==> src/corr_consts.svh <==
// project-wide constants for the two-channel single-bin correlator
// frame length and the full-precision widths derived from it

`ifndef CORR_CONSTS_SVH
`define CORR_CONSTS_SVH

// samples per DFT frame, power of two
`define DFT_LEN 16
`define DFT_LEN_LOG2 4

// signed ADC sample after offset-binary conversion
`define SAMPLE_WIDTH 14

// bin sum of DFT_LEN samples, no truncation
`define BIN_WIDTH 18

// summed squares of two bins over up to 255 frames
`define CORR_WIDTH 48

// integration length in frames
`define ACC_LEN_WIDTH 8

`endif

==> src/adc_pkg.sv <==
// ADC side types
// raw converter word and the signed sample made from it
`default_nettype none

`include "corr_consts.svh"

package adc_pkg;

	// offset binary, bits 1:0 unused
	typedef logic [15:0] adc_raw_t;

	typedef logic signed [`SAMPLE_WIDTH-1:0] sample_t;

endpackage

`default_nettype wire

==> src/corr_pkg.sv <==
// bin and correlation result types
// bins travel as one struct per channel, the four power terms as another
`default_nettype none

`include "corr_consts.svh"

package corr_pkg;

	typedef logic signed [`BIN_WIDTH-1:0] bin_word_t;

	typedef struct packed {
		logic      valid;  // one cycle per frame
		bin_word_t re;
		bin_word_t im;
	} bin_result_t;

	typedef logic signed [`CORR_WIDTH-1:0] corr_word_t;

	typedef struct packed {
		corr_word_t aa;
		corr_word_t bb;
		corr_word_t ab_re;
		corr_word_t ab_im;
	} corr_result_t;

	typedef logic [`ACC_LEN_WIDTH-1:0] acc_len_t;

endpackage

`default_nettype wire

==> src/bin_dft_channel.sv <==
// single ADC channel: offset binary to signed, then one DFT bin at fs/4
// accumulated over each frame of DFT_LEN samples
`timescale 1ns/1ps
`default_nettype none

`include "corr_consts.svh"

module bin_dft_channel (
	input  wire                        data_clk_div,
	input  wire                        reset,
	input  wire adc_pkg::adc_raw_t     raw,
	input  wire                        din_valid,
	output corr_pkg::bin_result_t      bin
);

	logic [`DFT_LEN_LOG2-1:0] frame_idx;   // index of next sample taken
	adc_pkg::sample_t         sample_r;
	logic [`DFT_LEN_LOG2-1:0] sample_idx;
	logic                     sample_vld;

	corr_pkg::bin_word_t x_ext;
	corr_pkg::bin_word_t rot_re;
	corr_pkg::bin_word_t rot_im;
	corr_pkg::bin_word_t acc_re;
	corr_pkg::bin_word_t acc_im;
	logic                first_sample;
	logic                frame_done;

	// stage 1
	always_ff @(posedge data_clk_div) begin
		if (reset) begin
			frame_idx  <= '0;
			sample_vld <= 1'b0;
		end else begin
			sample_vld <= din_valid;
			if (din_valid)
				frame_idx <= frame_idx + 1'b1;  // wraps at DFT_LEN
		end
	end

	always_ff @(posedge data_clk_div) begin
		if (din_valid) begin
			sample_r   <= adc_pkg::sample_t'({~raw[15], raw[14:2]});
			sample_idx <= frame_idx;
		end
	end

	// twiddle cycles 1, -j, -1, +j
	assign x_ext = corr_pkg::bin_word_t'(sample_r);

	always_comb begin
		rot_re = '0;
		rot_im = '0;
		case (sample_idx[1:0])
			2'd0: rot_re = x_ext;
			2'd1: rot_im = -x_ext;
			2'd2: rot_re = -x_ext;
			default: rot_im = x_ext;
		endcase
	end

	assign first_sample = (sample_idx == '0);

	// stage 2, first sample of a frame restarts the sums
	always_ff @(posedge data_clk_div) begin
		if (sample_vld) begin
			acc_re <= (first_sample ? corr_pkg::bin_word_t'(0) : acc_re) + rot_re;
			acc_im <= (first_sample ? corr_pkg::bin_word_t'(0) : acc_im) + rot_im;
		end
	end

	always_ff @(posedge data_clk_div) begin
		if (reset)
			frame_done <= 1'b0;
		else
			frame_done <= sample_vld && (sample_idx == `DFT_LEN_LOG2'(`DFT_LEN - 1));
	end

	// result held until next frame completes
	always_ff @(posedge data_clk_div) begin
		if (reset) begin
			bin <= '0;
		end else if (frame_done) begin
			bin <= '{valid: 1'b1, re: acc_re, im: acc_im};
		end else begin
			bin.valid <= 1'b0;
		end
	end

endmodule

`default_nettype wire

==> config.mk <==
export PLATFORM = sky130hd
export DESIGN_NAME = bin_dft_channel
export DESIGN_NICKNAME = d
export VERILOG_FILES = /design/src/adc_pkg.sv /design/src/corr_pkg.sv /design/src/bin_dft_channel.sv
export VERILOG_INCLUDE_DIRS = /design/src
export SDC_FILE = /design/constraint.sdc
export NUM_CORES = 1
export LEC_CHECK = 0
export BUFFER_PORTS_ARGS = -buffer_cell sky130_fd_sc_hd__buf_2
export CAP_MARGIN = 20
export CORE_MARGIN = 2
export CORE_UTILIZATION = 40
export CTS_CLUSTER_SIZE = 28
export DETAILED_ROUTE_END_ITERATION = 8
export MAX_ROUTING_LAYER = met4
export PLACE_DENSITY = 0.69
export SKIP_CTS_REPAIR_TIMING = 1
export SYNTH_ARGS = -nofsm -noshare
export SYNTH_HDL_FRONTEND = slang
export SYNTH_SLANG_ARGS = --single-unit
==> constraint.sdc <==
create_clock -name data_clk_div -period 8.25 [get_ports data_clk_div]
set_input_delay 2.0625 -clock data_clk_div [delete_from_list [all_inputs] [get_ports data_clk_div]]
set_output_delay 2.0625 -clock data_clk_div [all_outputs]
set_load 0.01 [all_outputs]
==> results of run 1 <==
[sequential cells by signal (all words and copies together) (netlist names)]
register	flops
acc_re	18
sample_vld	1
sample_idx	4
bin	37
frame_done	1
sample_r	14
frame_idx	4
acc_im	18
[cell type report]
type	count	area, µm²	area share (%)
Inverter	18	67.56	1.067
Timing Repair Buffer	58	315.3	4.979
Sequential cell	97	2484	39.22
Clock buffer	10	229.0	3.616
Multi-Input combinational cell	426	2948	46.55
Clock inverter	6	63.81	1.008
Tap cell	180	225.2	3.557
[path summary, 6_finish.rpt]
| kind | startpoint | endpoint |
|---|---|---|
| setup / recovery | sample_r[1] | acc_re[15] |
| hold / removal | frame_idx[3] | sample_idx[3] |
| setup reg to reg | sample_r[1] | acc_re[15] |
| hold reg to reg | frame_idx[3] | sample_idx[3] |
[Yosys cell counts, drive strengths merged, types with 3 or more instances]
library cell	number
o21ai	27
or4	4
mux2i	40
o211ai	4
o21bai	4
and2	3
clkbuf	19
o21a	5
a211oi	4
nand2b	3
ha	36
a21o	15
a21oi	38
xnor2	26
nand2	23
edfxtp	54
inv	17
nor4	4
nor2	76
buf	4
and3	4
nand3	4
dfxtp	43
or3	14
xor2	20
nor2b	39
nand4	4
nor3	10
[cells in the final DEF (no fill, tap or decap), drive strengths merged, types with 5 or more instances in the layout]
master / n
buf: 58
o21ai: 27
ha: 36
xnor2: 26
a21o: 15
edfxtp: 54
nor2: 76
nor3: 10
clkbuf: 10
a21oi: 38
mux2i: 40
xor2: 20
nor2b: 39
or3: 14
nand2: 23
dfxtp: 43
inv: 19
o21a: 5
[worst max-delay path: cells and delay by family, from the launching register on]
kind,cells,cell delay (ps)
AOI/OAI and AO/OA,5,950
xor gates and xnor gates,1,160
adders and majority gates,2,540
buffers and inverters,1,90
DFF,1,460
and+or+nand+nor,7,2200
[per-layer routing]
layer	part of all wire, %	wire, µm	global-route usage, %	up-vias
li1	-	-	-	2100
met1	49	5622	22.77	1875
met2	44	5065	25.31	90
met5	0	0	-	-
met3	4.3	495	2.856	15
met4	2.0	230	6.825	0
[logic make-up after synthesis]
logic type	count (synthesis)	synth area share, %
AOI/OAI and AO/OA	109	12.13
adders and majority gates	38	8.791
muxes	41	7.378
and+or+nand+nor	192	17.20
xor gates and xnor gates	46	7.221
DFF	97	44.49
buffers and inverters	41	2.781
[through the flow]
stage	instance area [µm²]	util [%]	power (mW)	std cells	hold slack, ps
final	6332	45.98	1.327	795	482.9
after global routing	6332	45.98	1.398	795	492.5
after CTS	6312	45.83	1.334	794	483.2
after detailed placement	6020	43.70	0.9131	778	460.5
after global placement	6020	43.70	0.9004	778	439.6
after floorplan	5579	-	0.8452	564	428.0
[power groups by stage]
stage | Sequential (mW) | Clock (mW) | Combinational [mW]
2_1_floorplan | 0.591 | 0 | 0.254
3_3_place_gp | 0.600 | 0 | 0.300
3_5_place_dp | 0.603 | 0 | 0.311
4_1_cts | 0.592 | 0.426 | 0.316
5_1_grt | 0.597 | 0.443 | 0.358
6_report | 0.592 | 0.417 | 0.318
==> results_tabular.tex, run 1 <==
\begin{tabular}{lr}
\hline
Metric & Value \\
\hline
\multicolumn{2}{l}{\textbf{Run status}} \\
\quad Status & finished, final reports clean \\
\multicolumn{2}{l}{\textbf{Detailed routing}} \\
\quad DRC & 0 \\
\quad Number of vias in the routed layout & 4080 \\
\quad Mean routed wirelength per cell & 14.36 µm \\
\quad Iteration count of the initial detailed-routing pass & 4 \\
\quad Final routed wirelength across all metal layers & 11410 µm \\
\quad Post-route antenna net violation count & 0 \\
\quad Routed via count divided by cell count & 5.132 \\
\quad Initial detailed-routing violation count & 178 \\
\multicolumn{2}{l}{\textbf{Synthesis}} \\
\quad Cell types with the largest area share after synthesis & edfxtp\_1, dfxtp\_1, ha\_1 \\
\quad Number of nets produced by synthesis & 621 \\
\quad Portion of the post-synthesis area used by sequential elements & 44.49\% \\
\quad Most used DFF post-synth & edfxtp\_1 \\
\quad Post-synthesis cell type count & 50 \\
\quad Avg Synthesized Cell Area & 9.892 µm² \\
\quad Cell taking the most area after synthesis & edfxtp\_1 \\
\quad Synth Instances & 564 \\
\quad Post-synth design cell area & 0.005579 mm² \\
\quad Async S/R FF share, synth & 0\% \\
\quad Number of flops mapped to enable cells by yosys & 54 \\
\quad Post-synthesis sequential element count & 97 \\
\quad Ys Warns & 0 \\
\quad Proportion of netlist area held by the largest area contributor & 29.06\% \\
\multicolumn{2}{l}{\textbf{Worst hold path}} \\
\quad Tightest Hold Check Type & reg -> reg \\
\quad Cells on Worst Hold Path & 0 \\
\multicolumn{2}{l}{\textbf{Clock tree}} \\
\quad Clock latency on the worst-skew pair & 350 ps \\
\quad Total clock buffers created by CTS & 9 \\
\quad H-tree levels & 3 \\
\quad CTS Sinks & 97 \\
\quad Clk slew on worst S/H paths & 70 ps \\
\quad Root Driver & clkbuf\_16 \\
\quad TritonCTS clock tree & built \\
\quad Buffer depth of the longest clock path & 2 \\
\multicolumn{2}{l}{\textbf{Worst setup path}} \\
\quad Type of element capturing the critical path & flip-flop \\
\quad CP max stage delay & 480 ps \\
\quad Crit path cell chain & inv\_1 -> ha\_1 -> or3b\_2 -> or3\_1 -> or3\_1 -> nor3\_1 -> nand2b\_1 -> xor2\_1 -> nor2\_1 -> ha\_1 -> a21oi\_1 -> o21ai\_0 -> a21oi\_1 -> a211oi\_1 -> or4\_1 -> o211ai\_1 \\
\quad Crit Path Category & reg -> reg \\
\quad Cell with the largest stage delay on the worst path & or3b\_2 \\
\quad Required time at the endpoint of the critical path & 8440 ps \\
\quad Critical-path maximum fanout & 5 \\
\quad Number of cells on the worst reg-to-reg path & 16 \\
\quad Critical path launch point type & flip-flop \\
\quad Setup slack, reg-to-reg & 3680 ps \\
\quad CP Data Arrival Time & 4750 ps \\
\multicolumn{2}{l}{\textbf{STA}} \\
\quad Worst slew pin tran & 893.9 ps \\
\quad Share of the cycle needed by the critical path after routing & 55.35\% \\
\quad Post-layout min period & 4567 ps \\
\quad Max\_slew headroom & 40.33\% \\
\quad Final sum of negative setup slack & 0 ps \\
\quad Final worst-path setup slack & 3683 ps \\
\quad Number of setup violations in the final report & 0 \\
\quad Clock Skews & 7.804 ps \\
\quad FMAX & 219.0 MHz \\
\quad Total count of max-transition violations in the final report & 0 \\
\quad Endpoints failing hold & 0 \\
\quad Unrepaired setup endpoints after global routing & false \\
\multicolumn{2}{l}{\textbf{Floorplanning}} \\
\quad Initial cell density of the core & 40.51\% \\
\quad Placeable core area & 0.01377 mm² \\
\quad IO Pins & 56 \\
\quad Total die area & 0.01491 mm² \\
\quad Height of the chip & 122.1 µm \\
\quad Floorplan die width & 122.1 µm \\
\quad Cell row count & 43 \\
\multicolumn{2}{l}{\textbf{GRT}} \\
\quad Global-route total usage across every layer & 16.89\% \\
\quad Global-route wire length before repair & 19430 µm \\
\quad Vias in the first global route & 4017 \\
\quad Remaining Overflow, GRT & 0 \\
\quad Number of antenna violations at the first check in global routing & 0 \\
\quad Pin count of the biggest net entering global routing & 44 \\
\multicolumn{2}{l}{\textbf{Pwr}} \\
\quad Relative contribution of sequential cells to total power & 44.6\% \\
\quad Part of the total power dissipated in combinational logic & 24.0\% \\
\quad Sw Pwr & 0.3868 mW \\
\quad Peak VDD IR & 0.1315 mV \\
\quad Sw Ratio & 29.15\% \\
\quad Lkg Pwr & 2.614 nW \\
\quad Power per standard cell area & 209.6 mW/mm² \\
\quad P\_int & 0.9401 mW \\
\quad Part of the total power dissipated in the clock network & 31.4\% \\
\multicolumn{2}{l}{\textbf{Place}} \\
\quad Worst slack at placement & 3815 ps \\
\quad Global placer's final weighted congestion & 0.9733 \\
\quad DP Wirelength & 8170 µm \\
\quad Count of port buffers added during placement & 53 \\
\multicolumn{2}{l}{\textbf{Cells and area}} \\
\quad Layout cells sized above 1 & 13.50\% \\
\quad Synth-to-layout area growth & 13.50\% \\
\quad Fillers & 1304 \\
\quad Nets & 667 \\
\quad Number of inserted diodes & 0 \\
\multicolumn{2}{l}{\textbf{Run}} \\
\quad Max-cap viol count & 0 \\
\hline
\end{tabular}
No activity file was read; power rests on OpenSTA's default activity.
==> run 2: changes to the inputs <==
--- a/config.mk
+++ b/config.mk
@@ -13,7 +13,7 @@
 export CTS_CLUSTER_SIZE = 28
 export DETAILED_ROUTE_END_ITERATION = 8
 export MAX_ROUTING_LAYER = met4
-export PLACE_DENSITY = 0.69
+export PLACE_DENSITY = 0.71
 export SKIP_CTS_REPAIR_TIMING = 1
 export SYNTH_ARGS = -nofsm -noshare
 export SYNTH_HDL_FRONTEND = slang
==> constraint.sdc (replaced) <==
create_clock -name data_clk_div -period 3.7 [get_ports data_clk_div]
set_input_delay 0.925 -clock data_clk_div [delete_from_list [all_inputs] [get_ports data_clk_div]]
set_output_delay 0.925 -clock data_clk_div [all_outputs]
set_load 0.01 [all_outputs]
==> results_tabular.tex, run 2 (same netlist as run 1, synthesis figures left out) <==
\begin{tabular}{lr}
\hline
Metric & Value \\
\hline
\multicolumn{2}{l}{\textbf{Cells and area}} \\
\quad Synth-to-layout area growth & 23.50\% \\
\quad Most frequent standard cell in the layout excluding fill and tap cells & nor2\_1 \\
\quad Fillers & 1296 (-0.61\%) \\
\quad Summed area of non-filler cells in the final layout & 0.006890 mm² (+8.8\%) \\
\quad Biggest regs & bin (37), acc\_im (18), acc\_re (18) \\
\quad Largest register by flop count & bin \\
\quad Number of inserted diodes & 0 (unchanged) \\
\quad Nets & 711 (+6.6\%) \\
\quad Max FFs per register & 37 (unchanged) \\
\quad Layout cells sized above 1 & 24.13\% (+11 points) \\
\quad Most frequent cells in the layout & nor2\_1, edfxtp\_1, buf\_2 \\
\quad Fin cells & 839 (+5.5\%) \\
\multicolumn{2}{l}{\textbf{Worst setup path}} \\
\quad Critical-path maximum fanout & 4 (-1) \\
\quad Critical path launch point type & flip-flop \\
\quad Required time at the endpoint of the critical path & 3900 ps (-4540 ps) \\
\quad Crit Path Category & reg -> reg \\
\quad Type of element capturing the critical path & flip-flop \\
\quad Number of cells on the worst reg-to-reg path & 16 (unchanged) \\
\quad CP Data Arrival Time & 4090 ps (-660 ps) \\
\multicolumn{2}{l}{\textbf{Detailed routing}} \\
\quad DRC & 0 (unchanged) \\
\quad Mean routed wirelength per cell & 14.61 µm (+1.8\%) \\
\quad Number of vias in the routed layout & 4266 (+4.6\%) \\
\quad Post-route antenna net violation count & 0 (unchanged) \\
\quad Initial detailed-routing violation count & 188 (+5.6\%) \\
\quad Routed via count divided by cell count & 5.085 (-0.92\%) \\
\quad Final routed wirelength across all metal layers & 12260 µm (+7.4\%) \\
\quad Iteration count of the initial detailed-routing pass & 4 (unchanged) \\
\multicolumn{2}{l}{\textbf{STA}} \\
\quad Worst slew pin tran & 812.0 ps (-81.92 ps) \\
\quad Unrepaired setup endpoints after global routing & true \\
\quad Final sum of negative setup slack & -968.9 ps (-968.9 ps) \\
\quad Endpoints failing hold & 0 (unchanged) \\
\quad Share of the cycle needed by the critical path after routing & 105.2\% (+50 points) \\
\quad Number of setup violations in the final report & 11 (+11) \\
\quad FMAX & 257.0 MHz (+17\%) \\
\quad Final worst-path setup slack & -191.3 ps (-3875 ps) \\
\quad Clock Skews & 7.654 ps (-0.1501 ps) \\
\quad Post-layout min period & 3891 ps (-675.4 ps) \\
\quad Max\_slew headroom & 45.87\% (+5.5 points) \\
\quad Worst hold-check slack & 466.5 ps (-16.39 ps) \\
\quad Total count of max-transition violations in the final report & 0 (unchanged) \\
\multicolumn{2}{l}{\textbf{Pwr}} \\
\quad Part of the total power dissipated in combinational logic & 28.0\% (+4.0 points) \\
\quad Lkg Pwr & 2.893 nW (+11\%) \\
\quad Sw Pwr & 0.9546 mW (+150\%) \\
\quad P\_int & 2.220 mW (+140\%) \\
\quad Sw Ratio & 30.07\% (+0.92 points) \\
\quad Peak VDD IR & 0.2649 mV (+100\%) \\
\quad Part of the total power dissipated in the clock network & 30.6\% (-0.8 points) \\
\quad Relative contribution of sequential cells to total power & 41.4\% (-3.2 points) \\
\quad Power per standard cell area & 460.7 mW/mm² (+120\%) \\
\multicolumn{2}{l}{\textbf{Place}} \\
\quad Number of cells in the design after placement & 815 (+4.8\%) \\
\quad Worst slack at placement & -196.4 ps (-4011 ps) \\
\quad DP Wirelength & 8508 µm (+4.1\%) \\
\quad Global placer's final weighted congestion & 0.8340 (-14\%) \\
\quad Count of port buffers added during placement & 53 (unchanged) \\
\quad Cell Area, Placed & 0.006354 mm² (+5.5\%) \\
\multicolumn{2}{l}{\textbf{Floorplanning}} \\
\quad Placeable core area & 0.01377 mm² (unchanged) \\
\quad Height of the chip & 122.1 µm (unchanged) \\
\quad Total die area & 0.01491 mm² (unchanged) \\
\quad Initial cell density of the core & 40.51\% (unchanged) \\
\quad Floorplan die width & 122.1 µm (unchanged) \\
\quad IO Pins & 56 (unchanged) \\
\quad Cell row count & 43 (unchanged) \\
\multicolumn{2}{l}{\textbf{GRT}} \\
\quad Pin count of the biggest net entering global routing & 44 (unchanged) \\
\quad Global-route total usage across every layer & 17.39\% (+0.50 points) \\
\quad Remaining Overflow, GRT & 0 (unchanged) \\
\quad Number of antenna violations at the first check in global routing & 0 (unchanged) \\
\quad Global-route wire length before repair & 19710 µm (+1.5\%) \\
\quad Vias in the first global route & 4112 (+2.4\%) \\
\multicolumn{2}{l}{\textbf{Clock tree}} \\
\quad TritonCTS clock tree & built \\
\quad CTS Sinks & 97 (unchanged) \\
\quad Clock latency on the worst-skew pair & 360 ps (about the same) \\
\quad Total clock buffers created by CTS & 9 (unchanged) \\
\quad H-tree levels & 3 (unchanged) \\
\quad Buffer depth of the longest clock path & 2 (unchanged) \\
\quad Clk slew on worst S/H paths & 70 ps (about the same) \\
\quad Root Driver & clkbuf\_16 \\
\multicolumn{2}{l}{\textbf{Worst hold path}} \\
\quad Tightest Hold Check Type & reg -> reg \\
\quad Cells on Worst Hold Path & 0 (unchanged) \\
\multicolumn{2}{l}{\textbf{Run}} \\
\quad Max-cap viol count & 0 (unchanged) \\
\multicolumn{2}{l}{\textbf{Run status}} \\
\quad Failing checks & negative setup slack \\
\quad Status & finished, violations left \\
\hline
\end{tabular}
## run 2: cell types whose count changed in the layout (fill, tap and decap cells not counted), moves of 5 or more
cell | before | now
o21ai_2 | 0 | 5
a21oi_1 | 38 | 31
a21oi_2 | 0 | 7
o21ai_0 | 27 | 20
buf_4 | 4 | 44
## run 2: power by group through the flow
stage / clock network (mW) / logic (mW) / registers [mW]
final: 0.971 / 0.890 / 1.31
after global routing: 1.04 / 0.987 / 1.32
after CTS: 1.01 / 0.812 / 1.31
after detailed placement: 0 / 0.798 / 1.34
after global placement: 0 / 0.773 / 1.33
after floorplan: 0 / 0.576 / 1.32
## run 2: area by class of cell
| type | count | area (µm²) | share of cell area [%] |
|---|---|---|---|
| tap | 180 | 225.2 | 3.269 |
| inverter | 18 | 67.56 | 0.9806 |
| multi-input combinational | 426 | 3134 | 45.49 |
| clock buffer | 9 | 225.2 | 3.269 |
| clock inverter | 7 | 85.08 | 1.235 |
| sequential | 97 | 2484 | 36.04 |
| timing repair buffer | 102 | 669.4 | 9.715 |
## run 2: worst paths after layout
check | slack, ps | to | from
min | 470 | sample_idx[3] | frame_idx[3]
min reg2reg | 470 | sample_idx[3] | frame_idx[3]
max | -190 | acc_re[15] | sample_r[0]
max reg2reg | -190 | acc_re[15] | sample_r[0]
## run 2: stage by stage
step	util [%]	total power, mW
after global placement	46.13	2.106
after CTS	48.38	3.130
after global routing	50.03	3.351
after detailed placement	46.13	2.134
final	50.03	3.175
after floorplan	-	1.896
## run 2: routing by layer
layer	vias to the layer above	wire length [µm]	global-route usage (%)
met3	17	496	3.933
met5	-	0	-
met4	0	199	7.040
li1	2192	-	-
met2	83	5773	25.94
met1	1974	5790	22.91
## run 2: critical path: stages, from the launching register on
cell      delay (ps)
edfxtp_1         400
inv_2            100
ha_4             140
or3b_4           380
or3_4            340
or3_4            370
nor3_4           140
nand2b_4         150
xor2_1           150
nor2_1            60
ha_1             340
a21oi_2          220
o21ai_2           90
a21oi_2          190
a211oi_2         130
or4_1            420
o211ai_1         110
